## config.mk

```make
export PLATFORM = sky130hd
export DESIGN_NAME = rx_bist_top
export DESIGN_NICKNAME = d
export VERILOG_FILES = /design/src/source/prbs_pkg.sv /design/src/source/rx_const_pkg.sv /design/src/source/prbs_bist_gen.sv /design/src/source/prbs_lane_checker.sv /design/src/source/prbs_stat_counter.sv /design/src/source/rx_bist_top.sv /design/src/source/rx_bit_select.sv
export SDC_FILE = /design/constraint.sdc
export NUM_CORES = 1
export LEC_CHECK = 0
export BUFFER_PORTS_ARGS = -buffer_cell sky130_fd_sc_hd__buf_2
export CELL_PAD_IN_SITES_DETAIL_PLACEMENT = 1
export CELL_PAD_IN_SITES_GLOBAL_PLACEMENT = 1
export CORE_ASPECT_RATIO = 0.7
export CORE_MARGIN = 2
export CORE_UTILIZATION = 49
export DETAILED_ROUTE_END_ITERATION = 8
export GPL_ROUTABILITY_DRIVEN = 0
export MAX_ROUTING_LAYER = met4
export PLACE_DENSITY_LB_ADDON = 0.1
export SYNTH_ARGS = -nofsm -noshare
export SYNTH_HDL_FRONTEND = slang
export SYNTH_SLANG_ARGS = --single-unit
```

## constraint.sdc

```tcl
create_clock -name clk_adc -period 5.5 [get_ports clk_adc]
set_input_delay 0.55 -clock clk_adc [delete_from_list [all_inputs] [get_ports clk_adc]]
set_output_delay 0.55 -clock clk_adc [all_outputs]
set_load 0.03 [all_outputs]
```

## src/source/prbs_pkg.sv

```systemverilog
`default_nettype none

package prbs_pkg;

    ////////////////////////////////////////
    // PRBS7 definition
    ////////////////////////////////////////

    // x^7 + x^6 + 1
    localparam int NPRBS      = 7;
    // bit n = bit n-6 xor bit n-7
    localparam int PRBS_TAP_A = 6;
    localparam int PRBS_TAP_B = 7;

    // bit 0 is the newest bit, bit NPRBS-1 the oldest
    typedef logic [NPRBS-1:0] prbs_state_t;

    // any nonzero value works
    localparam prbs_state_t PRBS_SEED = '1;

    ////////////////////////////////////////
    // self-test control
    ////////////////////////////////////////

    typedef enum logic {
        SRC_ADC  = 1'b0,
        SRC_BIST = 1'b1
    } prbs_src_e;

    // snapshot readout handshake
    typedef enum logic [1:0] {
        RD_IDLE     = 2'd0,
        RD_ACK      = 2'd1,
        RD_WAIT_LOW = 2'd2
    } rd_state_e;

endpackage

`default_nettype wire

```

## src/source/rx_const_pkg.sv

```systemverilog
`default_nettype none

package rx_const_pkg;

    ////////////////////////////////////////
    // lane and code geometry
    ////////////////////////////////////////

    // interleaved lanes per clock
    localparam int NTI  = 4;
    // ADC code width, two's complement
    localparam int NADC = 8;
    // statistics counter width
    localparam int NCNT = 32;

    ////////////////////////////////////////
    // reset wait and lane sums
    ////////////////////////////////////////

    // cycles to hold off counting after reset
    localparam int WAIT_CYCLES = 32;
    localparam int WAIT_W      = $clog2(WAIT_CYCLES + 1);
    // holds any count from 0 to NTI
    localparam int LANE_SUM_W  = $clog2(NTI + 1);

    typedef logic signed [NADC-1:0] adc_code_t;
    // lane 0 carries the earliest bit of the cycle
    typedef logic [NTI-1:0]         lane_bits_t;
    typedef logic [NCNT-1:0]        bit_count_t;
    typedef logic [WAIT_W-1:0]      wait_cnt_t;
    typedef logic [LANE_SUM_W-1:0]  lane_sum_t;

endpackage

`default_nettype wire
```

## src/source/prbs_bist_gen.sv

```systemverilog
`timescale 1ns/1ps
`default_nettype none

module prbs_bist_gen
    import rx_const_pkg::*;
    import prbs_pkg::*;
(
    input  wire logic clk_adc,
    input  wire logic cdr_rstb,
    input  wire logic inj_err_i,
    output lane_bits_t bist_bits_o
);

    ////////////////////////////////////////
    // parallel PRBS7
    ////////////////////////////////////////

    prbs_state_t prbs_state;
    prbs_state_t state_next;
    lane_bits_t  group_next;

    // recurrence unrolled NTI times per clock
    // each new bit is pushed in at bit 0 before the next lane is formed
    always_comb begin
        state_next = prbs_state;
        for (int i = 0; i < NTI; i++) begin
            group_next[i] = state_next[PRBS_TAP_A-1] ^ state_next[PRBS_TAP_B-1];
            state_next    = {state_next[NPRBS-2:0], group_next[i]};
        end
    end

    ////////////////////////////////////////
    // state and output registers
    ////////////////////////////////////////

    lane_bits_t inj_mask;

    // error lands on lane 0 only
    assign inj_mask = lane_bits_t'(inj_err_i);

    always_ff @(posedge clk_adc or negedge cdr_rstb) begin
        if (!cdr_rstb) begin
            prbs_state  <= PRBS_SEED;
            bist_bits_o <= '0;
        end else begin
            prbs_state  <= state_next;
            // flip the emitted copy, the sequence keeps running clean
            bist_bits_o <= group_next ^ inj_mask;
        end
    end

endmodule

`default_nettype wire

```

## src/source/prbs_lane_checker.sv

```systemverilog
`timescale 1ns/1ps
`default_nettype none

module prbs_lane_checker
    import rx_const_pkg::*;
    import prbs_pkg::*;
(
    input  wire logic       clk_adc,
    input  wire logic       cdr_rstb,
    input  wire lane_bits_t rx_bits_i,
    output lane_bits_t      err_flags_o
);

    ////////////////////////////////////////
    // received history
    ////////////////////////////////////////

    // last NPRBS received bits, bit 0 newest
    prbs_state_t rx_hist;
    prbs_state_t hist_next;
    lane_bits_t  err_next;

    // predict every lane from what was actually received,
    // so lane i may use lanes below it in the same group.
    // a single wrong bit therefore shows up three times:
    // at itself and 6 and 7 bits later
    always_comb begin
        hist_next = rx_hist;
        for (int i = 0; i < NTI; i++) begin
            err_next[i] = rx_bits_i[i]
                        ^ hist_next[PRBS_TAP_A-1]
                        ^ hist_next[PRBS_TAP_B-1];
            hist_next   = {hist_next[NPRBS-2:0], rx_bits_i[i]};
        end
    end

    ////////////////////////////////////////
    // flag register
    ////////////////////////////////////////

    // history starts empty and locks after NPRBS received bits,
    // well inside the reset wait of the counters
    always_ff @(posedge clk_adc or negedge cdr_rstb) begin
        if (!cdr_rstb) begin
            rx_hist     <= '0;
            err_flags_o <= '0;
        end else begin
            rx_hist     <= hist_next;
            err_flags_o <= err_next;
        end
    end

endmodule

`default_nettype wire

```

## src/source/prbs_stat_counter.sv

```systemverilog
`timescale 1ns/1ps
`default_nettype none

module prbs_stat_counter
    import rx_const_pkg::*;
    import prbs_pkg::*;
(
    input  wire logic       clk_adc,
    input  wire logic       cdr_rstb,
    input  wire lane_bits_t err_flags_i,
    input  wire logic       rd_req_i,
    output logic            ctl_valid_o,
    output logic            rd_ack_o,
    output bit_count_t      err_count_o,
    output bit_count_t      total_count_o
);

    ////////////////////////////////////////
    // reset wait
    ////////////////////////////////////////

    wait_cnt_t wait_cnt;

    // counts edges since release and parks at WAIT_CYCLES
    always_ff @(posedge clk_adc or negedge cdr_rstb) begin
        if (!cdr_rstb) begin
            wait_cnt <= '0;
        end else if (wait_cnt != wait_cnt_t'(WAIT_CYCLES)) begin
            wait_cnt <= wait_cnt + 1'b1;
        end
    end

    // high from the 32nd edge on
    assign ctl_valid_o = (wait_cnt == wait_cnt_t'(WAIT_CYCLES));

    ////////////////////////////////////////
    // error and total counters
    ////////////////////////////////////////

    lane_sum_t  err_sum;
    bit_count_t err_cnt;
    bit_count_t total_cnt;

    // number of flagged lanes this cycle
    always_comb begin
        err_sum = '0;
        for (int i = 0; i < NTI; i++) begin
            err_sum = err_sum + lane_sum_t'(err_flags_i[i]);
        end
    end

    always_ff @(posedge clk_adc or negedge cdr_rstb) begin
        if (!cdr_rstb) begin
            err_cnt   <= '0;
            total_cnt <= '0;
        end else if (ctl_valid_o) begin
            err_cnt   <= err_cnt + bit_count_t'(err_sum);
            total_cnt <= total_cnt + bit_count_t'(NTI);
        end
    end

    ////////////////////////////////////////
    // snapshot readout
    ////////////////////////////////////////

    rd_state_e rd_state;

    // counters keep running, only the snapshot holds while acked
    always_ff @(posedge clk_adc or negedge cdr_rstb) begin
        if (!cdr_rstb) begin
            rd_state      <= RD_IDLE;
            err_count_o   <= '0;
            total_count_o <= '0;
        end else begin
            case (rd_state)
                RD_IDLE: begin
                    if (rd_req_i) begin
                        err_count_o   <= err_cnt;
                        total_count_o <= total_cnt;
                        rd_state      <= RD_ACK;
                    end
                end
                RD_ACK: begin
                    if (!rd_req_i) begin
                        rd_state <= RD_WAIT_LOW;
                    end
                end
                // ack is low here, next request waits one more cycle
                RD_WAIT_LOW: begin
                    if (!rd_req_i) begin
                        rd_state <= RD_IDLE;
                    end
                end
                default: begin
                    rd_state <= RD_IDLE;
                end
            endcase
        end
    end

    assign rd_ack_o = (rd_state == RD_ACK);

endmodule

`default_nettype wire

```

## src/source/rx_bist_top.sv

```systemverilog
`timescale 1ns/1ps
`default_nettype none

module rx_bist_top
    import rx_const_pkg::*;
    import prbs_pkg::*;
(
    input  wire logic      clk_adc,
    input  wire logic      cdr_rstb,
    input  wire adc_code_t adc_code_i [NTI-1:0],
    input  wire adc_code_t adc_thresh_i,
    input  wire prbs_src_e src_sel_i,
    input  wire logic      inj_err_i,
    input  wire logic      rd_req_i,
    output wire logic      ctl_valid_o,
    output wire logic      rd_ack_o,
    output bit_count_t     err_count_o,
    output bit_count_t     total_count_o
);

    ////////////////////////////////////////
    // self-test path
    ////////////////////////////////////////

    wire lane_bits_t bist_bits;
    wire lane_bits_t rx_bits;
    wire lane_bits_t err_flags;

    prbs_bist_gen i_bist_gen (
        .clk_adc     (clk_adc),
        .cdr_rstb    (cdr_rstb),
        .inj_err_i   (inj_err_i),
        .bist_bits_o (bist_bits)
    );

    // source to rx_bits, one cycle
    rx_bit_select i_bit_select (
        .clk_adc      (clk_adc),
        .cdr_rstb     (cdr_rstb),
        .adc_code_i   (adc_code_i),
        .adc_thresh_i (adc_thresh_i),
        .src_sel_i    (src_sel_i),
        .bist_bits_i  (bist_bits),
        .rx_bits_o    (rx_bits)
    );

    // rx_bits to err_flags, one cycle
    prbs_lane_checker i_lane_checker (
        .clk_adc     (clk_adc),
        .cdr_rstb    (cdr_rstb),
        .rx_bits_i   (rx_bits),
        .err_flags_o (err_flags)
    );

    prbs_stat_counter i_stat_counter (
        .clk_adc       (clk_adc),
        .cdr_rstb      (cdr_rstb),
        .err_flags_i   (err_flags),
        .rd_req_i      (rd_req_i),
        .ctl_valid_o   (ctl_valid_o),
        .rd_ack_o      (rd_ack_o),
        .err_count_o   (err_count_o),
        .total_count_o (total_count_o)
    );

endmodule

`default_nettype wire

```

## src/source/rx_bit_select.sv

```systemverilog
`timescale 1ns/1ps
`default_nettype none

module rx_bit_select
    import rx_const_pkg::*;
    import prbs_pkg::*;
(
    input  wire logic      clk_adc,
    input  wire logic      cdr_rstb,
    input  wire adc_code_t adc_code_i [NTI-1:0],
    input  wire adc_code_t adc_thresh_i,
    input  wire prbs_src_e src_sel_i,
    input  wire lane_bits_t bist_bits_i,
    output lane_bits_t     rx_bits_o
);

    ////////////////////////////////////////
    // slicer
    ////////////////////////////////////////

    lane_bits_t adc_bits;

    // signed compare, a code equal to the threshold decides 0
    always_comb begin
        for (int i = 0; i < NTI; i++) begin
            adc_bits[i] = (adc_code_i[i] > adc_thresh_i);
        end
    end

    ////////////////////////////////////////
    // source mux and retiming
    ////////////////////////////////////////

    lane_bits_t sel_bits;

    always_comb begin
        if (src_sel_i == SRC_BIST) begin
            sel_bits = bist_bits_i;
        end else begin
            sel_bits = adc_bits;
        end
    end

    // one cycle from code sample to rx_bits
    always_ff @(posedge clk_adc or negedge cdr_rstb) begin
        if (!cdr_rstb) begin
            rx_bits_o <= '0;
        end else begin
            rx_bits_o <= sel_bits;
        end
    end

endmodule

`default_nettype wire

```

Word level (Yosys, flattened, before mapping)
Index checks and enable logic that the tools add are counted.
{"block": "classes", "muxes": 5, "bitwise": 13, "n_reduce_logical": 3, "n_div": 0, "magnitude_cmp": 4, "mul": 0, "n_shift": 0, "eq_ne": 7, "n_addsub": 6}
{"cell": "32-bit by 3-bit adder with 32-bit output", "count": 1}
{"cell": "32-bit by 3-bit adder with 32-bit output, second input constant", "count": 1}
{"cell": "8-bit > comparator", "count": 4}
{"cell": "1-bit XOR", "count": 12}
{"cell": "3-bit by 1-bit adder with 3-bit output", "count": 2}
{"cell": "6-bit by 1-bit adder with 6-bit output, second input constant", "count": 1}
{"cell": "6-bit == test, second input constant", "count": 1}
{"cell": "2-bit 2-to-1 mux", "count": 3}
{"cell": "2-bit inequality test, second input constant", "count": 3}
{"cell": "6-bit inequality test, second input constant", "count": 1}
{"cell": "2-bit case mux with 3 select lines", "count": 1}
{"cell": "4-bit 2-to-1 mux", "count": 1}
{"cell": "4-bit by 1-bit XOR with 4-bit output", "count": 1}
{"cell": "3-bit AND reduction", "count": 1}
{"cell": "1-bit by 1-bit adder with 2-bit output", "count": 1}
{"cell": "2-bit by 1-bit == test with 1-bit output, second input constant", "count": 1}
{"cell": "2-bit == test, second input constant", "count": 1}
{"cell": "2-bit logical NOT", "count": 1}
{"cell": "2-bit AND reduction", "count": 1}
{"block": "word_totals", "latchBits": 0, "rom_bits": 0, "inputBits": 45, "mem_count": 0, "ff_bits": 162, "ram_bits": 0}

Depth between registers and ports, before layout
Gate-level depths: netlist of the first run.
{"block": "depth", "depth_word": 4, "depth_mapped": 11, "ltp_nobuf": 11}

By module
Synthesis of the first run repeated with hierarchy kept, for this count alone.
{"block": "unflattened", "hier_cells": 584, "hier_area_um2": 7270.7}
{"mod": "prbs_stat_counter", "area_each_um2": 5652.9, "n_inst": 1, "cells_each": 444}
{"mod": "rx_bit_select", "area_each_um2": 904.6, "n_inst": 1, "cells_each": 109}
{"mod": "prbs_lane_checker", "area_each_um2": 370.4, "n_inst": 1, "cells_each": 15}
{"mod": "prbs_bist_gen", "area_each_um2": 342.8, "n_inst": 1, "cells_each": 16}

Least setup slack after synthesis of the first run
No wires, ideal clock.
{"block": "synth_path", "kind": "register to register", "start": "register i_lane_checker.err_flags_o[0]", "end": "register i_stat_counter.err_cnt[13]", "arrival_time_ns": 2.512, "stages_incl_launch_ff": 12, "required_ns": 5.378, "path_slack_ns": 2.866, "cell_sequence": "dfrtp_1 -> ha_1 -> inv_1 -> fa_1 -> inv_1 -> ha_1 -> ha_1 -> a21o_1 -> a21oi_1 -> nor3_1 -> and4_1 -> xor2_1"}
{"block": "synth_between", "elab_chain_len": 4}
{"element": "from (decl)", "line": "prbs_lane_checker.sv:11", "source": "output lane_bits_t err_flags_o"}
{"element": "from (signal assigned)", "line": "prbs_lane_checker.sv:49", "source": "err_flags_o <= err_next;"}
{"element": "1-bit by 1-bit adder with 2-bit output", "line": "prbs_stat_counter.sv:48", "source": "err_sum = err_sum + lane_sum_t'(err_flags_i[i]);"}
{"element": "3-bit by 1-bit adder with 3-bit output (2 in a row)", "line": "prbs_stat_counter.sv:48"}
{"element": "32-bit by 3-bit adder with 32-bit output", "line": "prbs_stat_counter.sv:57", "source": "err_cnt <= err_cnt + bit_count_t'(err_sum);"}
{"element": "to (signal assigned)", "line": "prbs_stat_counter.sv:57"}
{"element": "to (decl)", "line": "prbs_stat_counter.sv:41", "source": "bit_count_t err_cnt;"}
Every way passes these cells.
A chain may end at the register's enable or synchronous reset.

Worst setup path after layout of the first run
{"block": "layout_path", "start": "register i_lane_checker.err_flags_o[0]", "end": "register i_stat_counter.err_cnt[26]"}
Same word-level chain as after synthesis.

==> impl_metrics.toml, run 1 <==
[sta]
final.setup.tns_ns = 0
fin_crit_ns = 2.92
hold_slack_ns = 0.270
clock.fmax_ghz = 0.342
hold_viol_final = 0
tightest_slew_ns = 0.964
min_period_over_period_pct = 53.1
maxSlewHeadroom_pct = 35.7
drv_slew = 0
finalClockSkew_ns = 0.00839
rsz0062_at_grt = "false"
setup_viol = 0

[placement]
port_buffers = 108
dp_hpwl_mm = 10.5

[floorplan]
die_area_sq_mm = 0.0155
die_x_um = 148
core-area_sq_mm = 0.0140
io_pins = 111
num_rows = 36
die_y_um = 105
start_util_pct = 50.6

[drt]
wire_per_inst_um = 16.9
drt_wl_total_mm = 14.7
ant_nets = 0
drt_iter0_markers = 145
dr_total_vias = 4548
vias_per_cell = 5.23
first_pass_iters = 4
drc_errors = 0

[yosys]
async_flop_share_pct = 100
synth_seq_cells = 158
synthTopCellsByArea = "dfrtp_1 53%, mux2_2 9.8%, ha_1 7.1%, xnor2_1 6.2%, xor2_1 3.3%"
synth_area_leader_cell = "dfrtp_1"
synth_edf_count = 0
synth_top_area_share_pct = 53.3
ys_types = 43
synthesis.area_sq_mm = 0.00709
syn_avg_cell_area_sq_um = 12.9
syn_inst = 550
yosys_most_used_dff = "dfrtp_1"
yosys_warnings = 0
seq_area_frac_synth_pct = 55.9

[critical_path]
rrSetupSlack_ns = 2.58
cp.arrival_ns = 3.24
cp.required_ns = 5.82
cp-endpoint = "i_stat_counter.err_cnt[26]"
path_class = "flip-flop to flip-flop"
r2r-end = "i_stat_counter.err_cnt[26]"
start_kind = "flip-flop"
crit_start = "i_lane_checker.err_flags_o[0]"
worst_r2r_path_depth = 10
rr_startpoint = "i_lane_checker.err_flags_o[0]"
path_max_fanout = 8
endpoint_kind = "flip-flop"

[finish]
final_layout_size_suffix_gt1_share_pct = 31.8
layout_commonest_cell = "dfrtp_1"
area_growth_syn_to_layout_pct = 18.7
nNetsFinal = 754
layout_common_cells = "151 x dfrtp_1, 107 x buf_2, 62 x mux2_2, 50 x xnor2_1, 40 x ha_1"
fill_cells = 1449
antenna_cells = 0

[min_path]
worstHoldPathType = "input pin to async pin"

[run_status]
status = "finished clean"

[global_routing]
grtUsageTotal_pct = 21.2
overflow = 0
grt_pass1_wl_mm = 25.0
grt_max_degree = 110
grt_pass1_vias = 4974
antenna_found_initial = 0

[clock_tree]
clk_latency_ns = 0.43
clkTransAtPathRegs_ns = 0.06
root_buffer = "clkbuf_16"
cts_buffers = 17
cts_tree = "built"
cts_resized = 0
post_cts_buffers = 0
cts_buffer_depth = 2
postCtsHoldBufs = 0
clkSinkCount = 158
h-tree-depth = 4

[power]
finalPower_mw = 2.97
vdd_drop_max_v = 0.000255
p_per_area_mw_per_mm2 = 353
p_leak_nw = 4.37

[run]
cap_violations = 0
area by class of cell:
type / count / area, sq um / share of cell area (%)
flip-flops and latches: 158 / 3960 / 47.1
inverters: 22 / 82.6 / 0.981
clock buffers: 21 / 460 / 5.47
multi-input cells: 358 / 3000 / 35.6
well taps: 190 / 238 / 2.82
clock inverters: 11 / 116 / 1.38
repair buffers: 110 / 562 / 6.67
synth_stat cells, types with 2 or more instances:
master,instances
nand4bb_1,3
a32o_1,3
buf_4,2
nand4_1,14
ha_1,40
inv_1,21
nor2_1,18
xor2_1,27
a31oi_1,4
nor4_4,2
o211ai_1,3
clkbuf_1,6
xnor2_1,50
fa_1,2
dfstp_2,7
mux2_2,62
o21bai_1,3
and3_1,17
nand3b_1,2
nor2b_1,7
a21oi_1,8
nand3_1,26
nand2b_1,3
and2_1,2
a21o_1,6
buf_1,4
and4_1,11
o21ai_0,3
nand2_1,27
nor3_1,4
dfrtp_1,151
cells by family after synthesis:
logic type	Yosys count	synth area share, %
flip-flops	158	55.9
AND/OR/NAND/NOR	142	11.9
XOR/XNOR	77	9.51
multiplexers	62	9.85
adder cells (fa/ha/maj)	42	7.62
buffers and inverters	35	1.98
AO/OA/AOI/OAI	33	3.21
other	1	0.0529
power by group:
group          switching, mW  total [mW]  internal, mW
clock                  0.456        1.14         0.688
combinational          0.312       0.519         0.207
sequential            0.0593        1.30          1.24
total                  0.828        2.97          2.14
how the worst min path moves through the flow:
stage	start	to	cells after the start
floorplan	cdr_rstb	i_bist_gen.bist_bits_o[0]	0
global placement	i_lane_checker.rx_hist[0]	i_lane_checker.rx_hist[4]	0
detailed placement	i_lane_checker.rx_hist[1]	i_lane_checker.rx_hist[5]	0
CTS	cdr_rstb	i_stat_counter.err_count_o[6]	1
global route	cdr_rstb	i_stat_counter.err_count_o[8]	1
finish	cdr_rstb	i_bist_gen.bist_bits_o[3]	1
through the flow:
stage / util [%] / std cells / area (sq um) / worst slack [ns]
floorplan: - / 551 / 7090 / 2.87
detailed placement: 56.0 / 838 / 7840 / 2.65
global placement: 56.0 / 838 / 7840 / 2.75
CTS: 60.1 / 870 / 8420 / 2.51
finish: 60.1 / 870 / 8420 / 2.58
global route: 60.1 / 870 / 8420 / 2.37
sequential cells by signal (all words and copies together), names as in the netlist:
signal,count
i_lane_checker.err_flags_o,4
i_stat_counter.total_count_o,30
i_bit_select.rx_bits_o,4
i_stat_counter.err_cnt,32
i_bist_gen.prbs_state,7
i_bist_gen.bist_bits_o,4
i_stat_counter.wait_cnt,6
i_stat_counter.total_cnt,30
i_lane_checker.rx_hist,7
i_stat_counter.err_count_o,32
i_stat_counter.rd_state,2
metal layers:
layer	wire (um)	GRT usage, %
met2	7000	33.5
met5	0	-
met3	492	5.28
met4	253	7.07
met1	7000	27.0
critical path, cell delays in order (launching register included):
cell and delay [ns]:
dfrtp_1 0.36, ha_1 0.29, inv_1 0.07, fa_1 0.41
inv_1 0.07, ha_1 0.18, fa_1 0.23, a21oi_1 0.15
nor4_4 0.59, nand3_1 0.20, xnor2_1 0.26
No activity file was read; power rests on OpenSTA's default activity.
==> run 2: changes to the inputs <==
Settings changed: CORE_UTILIZATION 49 to 41.
Clock period 5.5 ns to 2.4 ns, I/O delays scaled along.
==> impl_metrics.toml, run 2 (synthesis results as in run 1) <==
[sta]
setup_viol = 29
rsz0062_at_grt = "true"
finalClockSkew_ns = 0.0109
drv_slew = 0
hold_viol_final = 0
clock.fmax_ghz = 0.390
final.setup.tns_ns = -2.83
min_period_over_period_pct = 107
timing.final.ws_setup_ns = -0.164
fin_crit_ns = 2.56

[critical_path]
endpoint_kind = "flip-flop"
start_kind = "flip-flop"
cp.required_ns = 2.71
crit_path_max_incr_delay_ns = 0.36
r2r-end = "i_stat_counter.err_cnt[27]"
cp.arrival_ns = 2.87
rrSetupSlack_ns = -0.16
path_cells = "ha_1 > inv_2 > fa_2 > inv_2 > ha_4 > ha_4 > a21o_1 > a21oi_4 > nor4_4 > buf_6 > nand4_1 > xnor2_1"
rr_startpoint = "i_lane_checker.err_flags_o[1]"
path_class = "flip-flop to flip-flop"
path_max_fanout = 7
worst_r2r_path_depth = 12
cp_slowest_cell = "dfrtp_1"

[finish]
final_layout_size_suffix_gt1_share_pct = 37.7
postLayoutCoreUtil_pct = 51.8
layout_common_cells = "151 x dfrtp_1, 107 x buf_2, 62 x mux2_2, 42 x xnor2_1, 37 x ha_1"
nNetsFinal = 767
final_cells = 924
antenna_cells = 0
top_regs = "i_stat_counter.err_cnt (32), i_stat_counter.err_count_o (32)"
area_growth_syn_to_layout_pct = 24.8
layout_commonest_cell = "dfrtp_1"

[floorplan]
core-area_sq_mm = 0.0171
die_x_um = 161
num_rows = 40
start_util_pct = 41.5
die_area_sq_mm = 0.0184
die_y_um = 114
io_pins = 111

[clock_tree]
cts_buffers = 17
cts_buffer_depth = 2
clk_latency_ns = 0.42
h-tree-depth = 4
clkSinkCount = 158
cts_tree = "built"
clkTransAtPathRegs_ns = 0.06
root_buffer = "clkbuf_16"

[global_routing]
antenna_found_initial = 0
grt_pass1_vias = 5106
grt_max_degree = 63
grt_pass1_wl_mm = 25.6
overflow = 0
grtUsageTotal_pct = 18.3

[power]
sw_frac_of_total_pct = 29.0
finalPower_mw = 7.27
p_leak_nw = 4.57
power_frac_comb_pct = 22.6
sequentialPowerShare_pct = 41.4
p_switching_mw = 2.11
vdd_drop_max_v = 0.000448
p_per_area_mw_per_mm2 = 822
p_clk_share_pct = 36.0
p_int_mw = 5.16

[min_path]
hold-path-endpoint = "i_bist_gen.bist_bits_o[0]"
worstHoldStart = "inj_err_i"
min_delay_path_depth = 2
worstHoldPathType = "input pin to flip-flop"

[drt]
ant_nets = 0
drc_errors = 0
wire_per_inst_um = 16.6
dr_total_vias = 4657
drt_iter0_markers = 191
drt_wl_total_mm = 15.4
vias_per_cell = 5.04
first_pass_iters = 4

[placement]
port_buffers = 108
dp_hpwl_mm = 10.9
dp.cells = 887
pre_cts_slack_ns = -0.230

[run_status]
failed_checks = "setup timing"
status = "complete, but fails checks"

[run]
cap_violations = 0
==> run 2: how the worst max path moves through the flow <==
stage | to | cells after the start | slack [ns] | start
after global routing | i_stat_counter.err_cnt[29] | 12 | -0.25 | i_lane_checker.err_flags_o[1]
final | i_stat_counter.err_cnt[27] | 12 | -0.16 | i_lane_checker.err_flags_o[1]
after CTS | i_stat_counter.err_cnt[24] | 11 | -0.15 | i_lane_checker.err_flags_o[1]
after floorplan | i_stat_counter.err_cnt[15] | 11 | -0.04 | i_lane_checker.err_flags_o[0]
after detailed placement | i_stat_counter.err_cnt[24] | 10 | -0.23 | i_lane_checker.err_flags_o[0]
after global placement | i_stat_counter.err_cnt[24] | 10 | -0.12 | i_lane_checker.err_flags_o[0]
==> run 2: power groups by stage <==
stage | Clock [mW] | Combinational [mW] | Sequential [mW]
global placement | 0 | 1.34 | 3.03
floorplan | 0 | 0.823 | 3.14
global route | 2.81 | 1.79 | 3.04
detailed placement | 0 | 1.41 | 3.04
CTS | 2.69 | 1.58 | 3.01
finish | 2.62 | 1.64 | 3.01
==> run 2: repair_timing <==
item	4_1_cts	5_1_grt
hold endpoints to repair	46	0
endpoints found under the setup margin	26	30
buffers inserted	3	1
hold buffers	1	0
gates resized for setup	20	19
pin swaps	15	12
==> run 2: metrics by stage <==
stage | hold slack [ns] | area (sq um)
after floorplan | -0.0556 | 7140
after global placement | 0.201 | 8030
after detailed placement | 0.204 | 8030
after CTS | 0.0169 | 8740
after global routing | 0.0195 | 8840
final | 0.0263 | 8840
==> run 2: final cells by class <==
class                   count  area (sq um)
clock buffers              22           464
clock inverters            10           114
multi-input cells         358          3210
repair buffers            123           718
well taps                 231           289
inverters                  22          82.6
fillers                  1785          8220
flip-flops and latches    158          3960
==> run 2: layer usage <==
metal	share of wire, %	wire length (um)	global-route usage [%]	vias to the layer above
met1	48	7400	23.6	2392
met5	0	0	-	-
met4	0.61	93	4.17	0
li1	-	-	-	2199
met3	3.1	470	4.69	8
met2	48	7400	29.4	58
==> run 2: critical path: cells and delay by family (launching register included) <==
family                   cells  cell delay (ns)
XOR/XNOR                     1             0.16
buffers and inverters        3             0.28
adder cells (fa/ha/maj)      4             1.11
AND/OR/NAND/NOR              2             0.29
flip-flops                   1             0.36
AO/OA/AOI/OAI                2             0.24
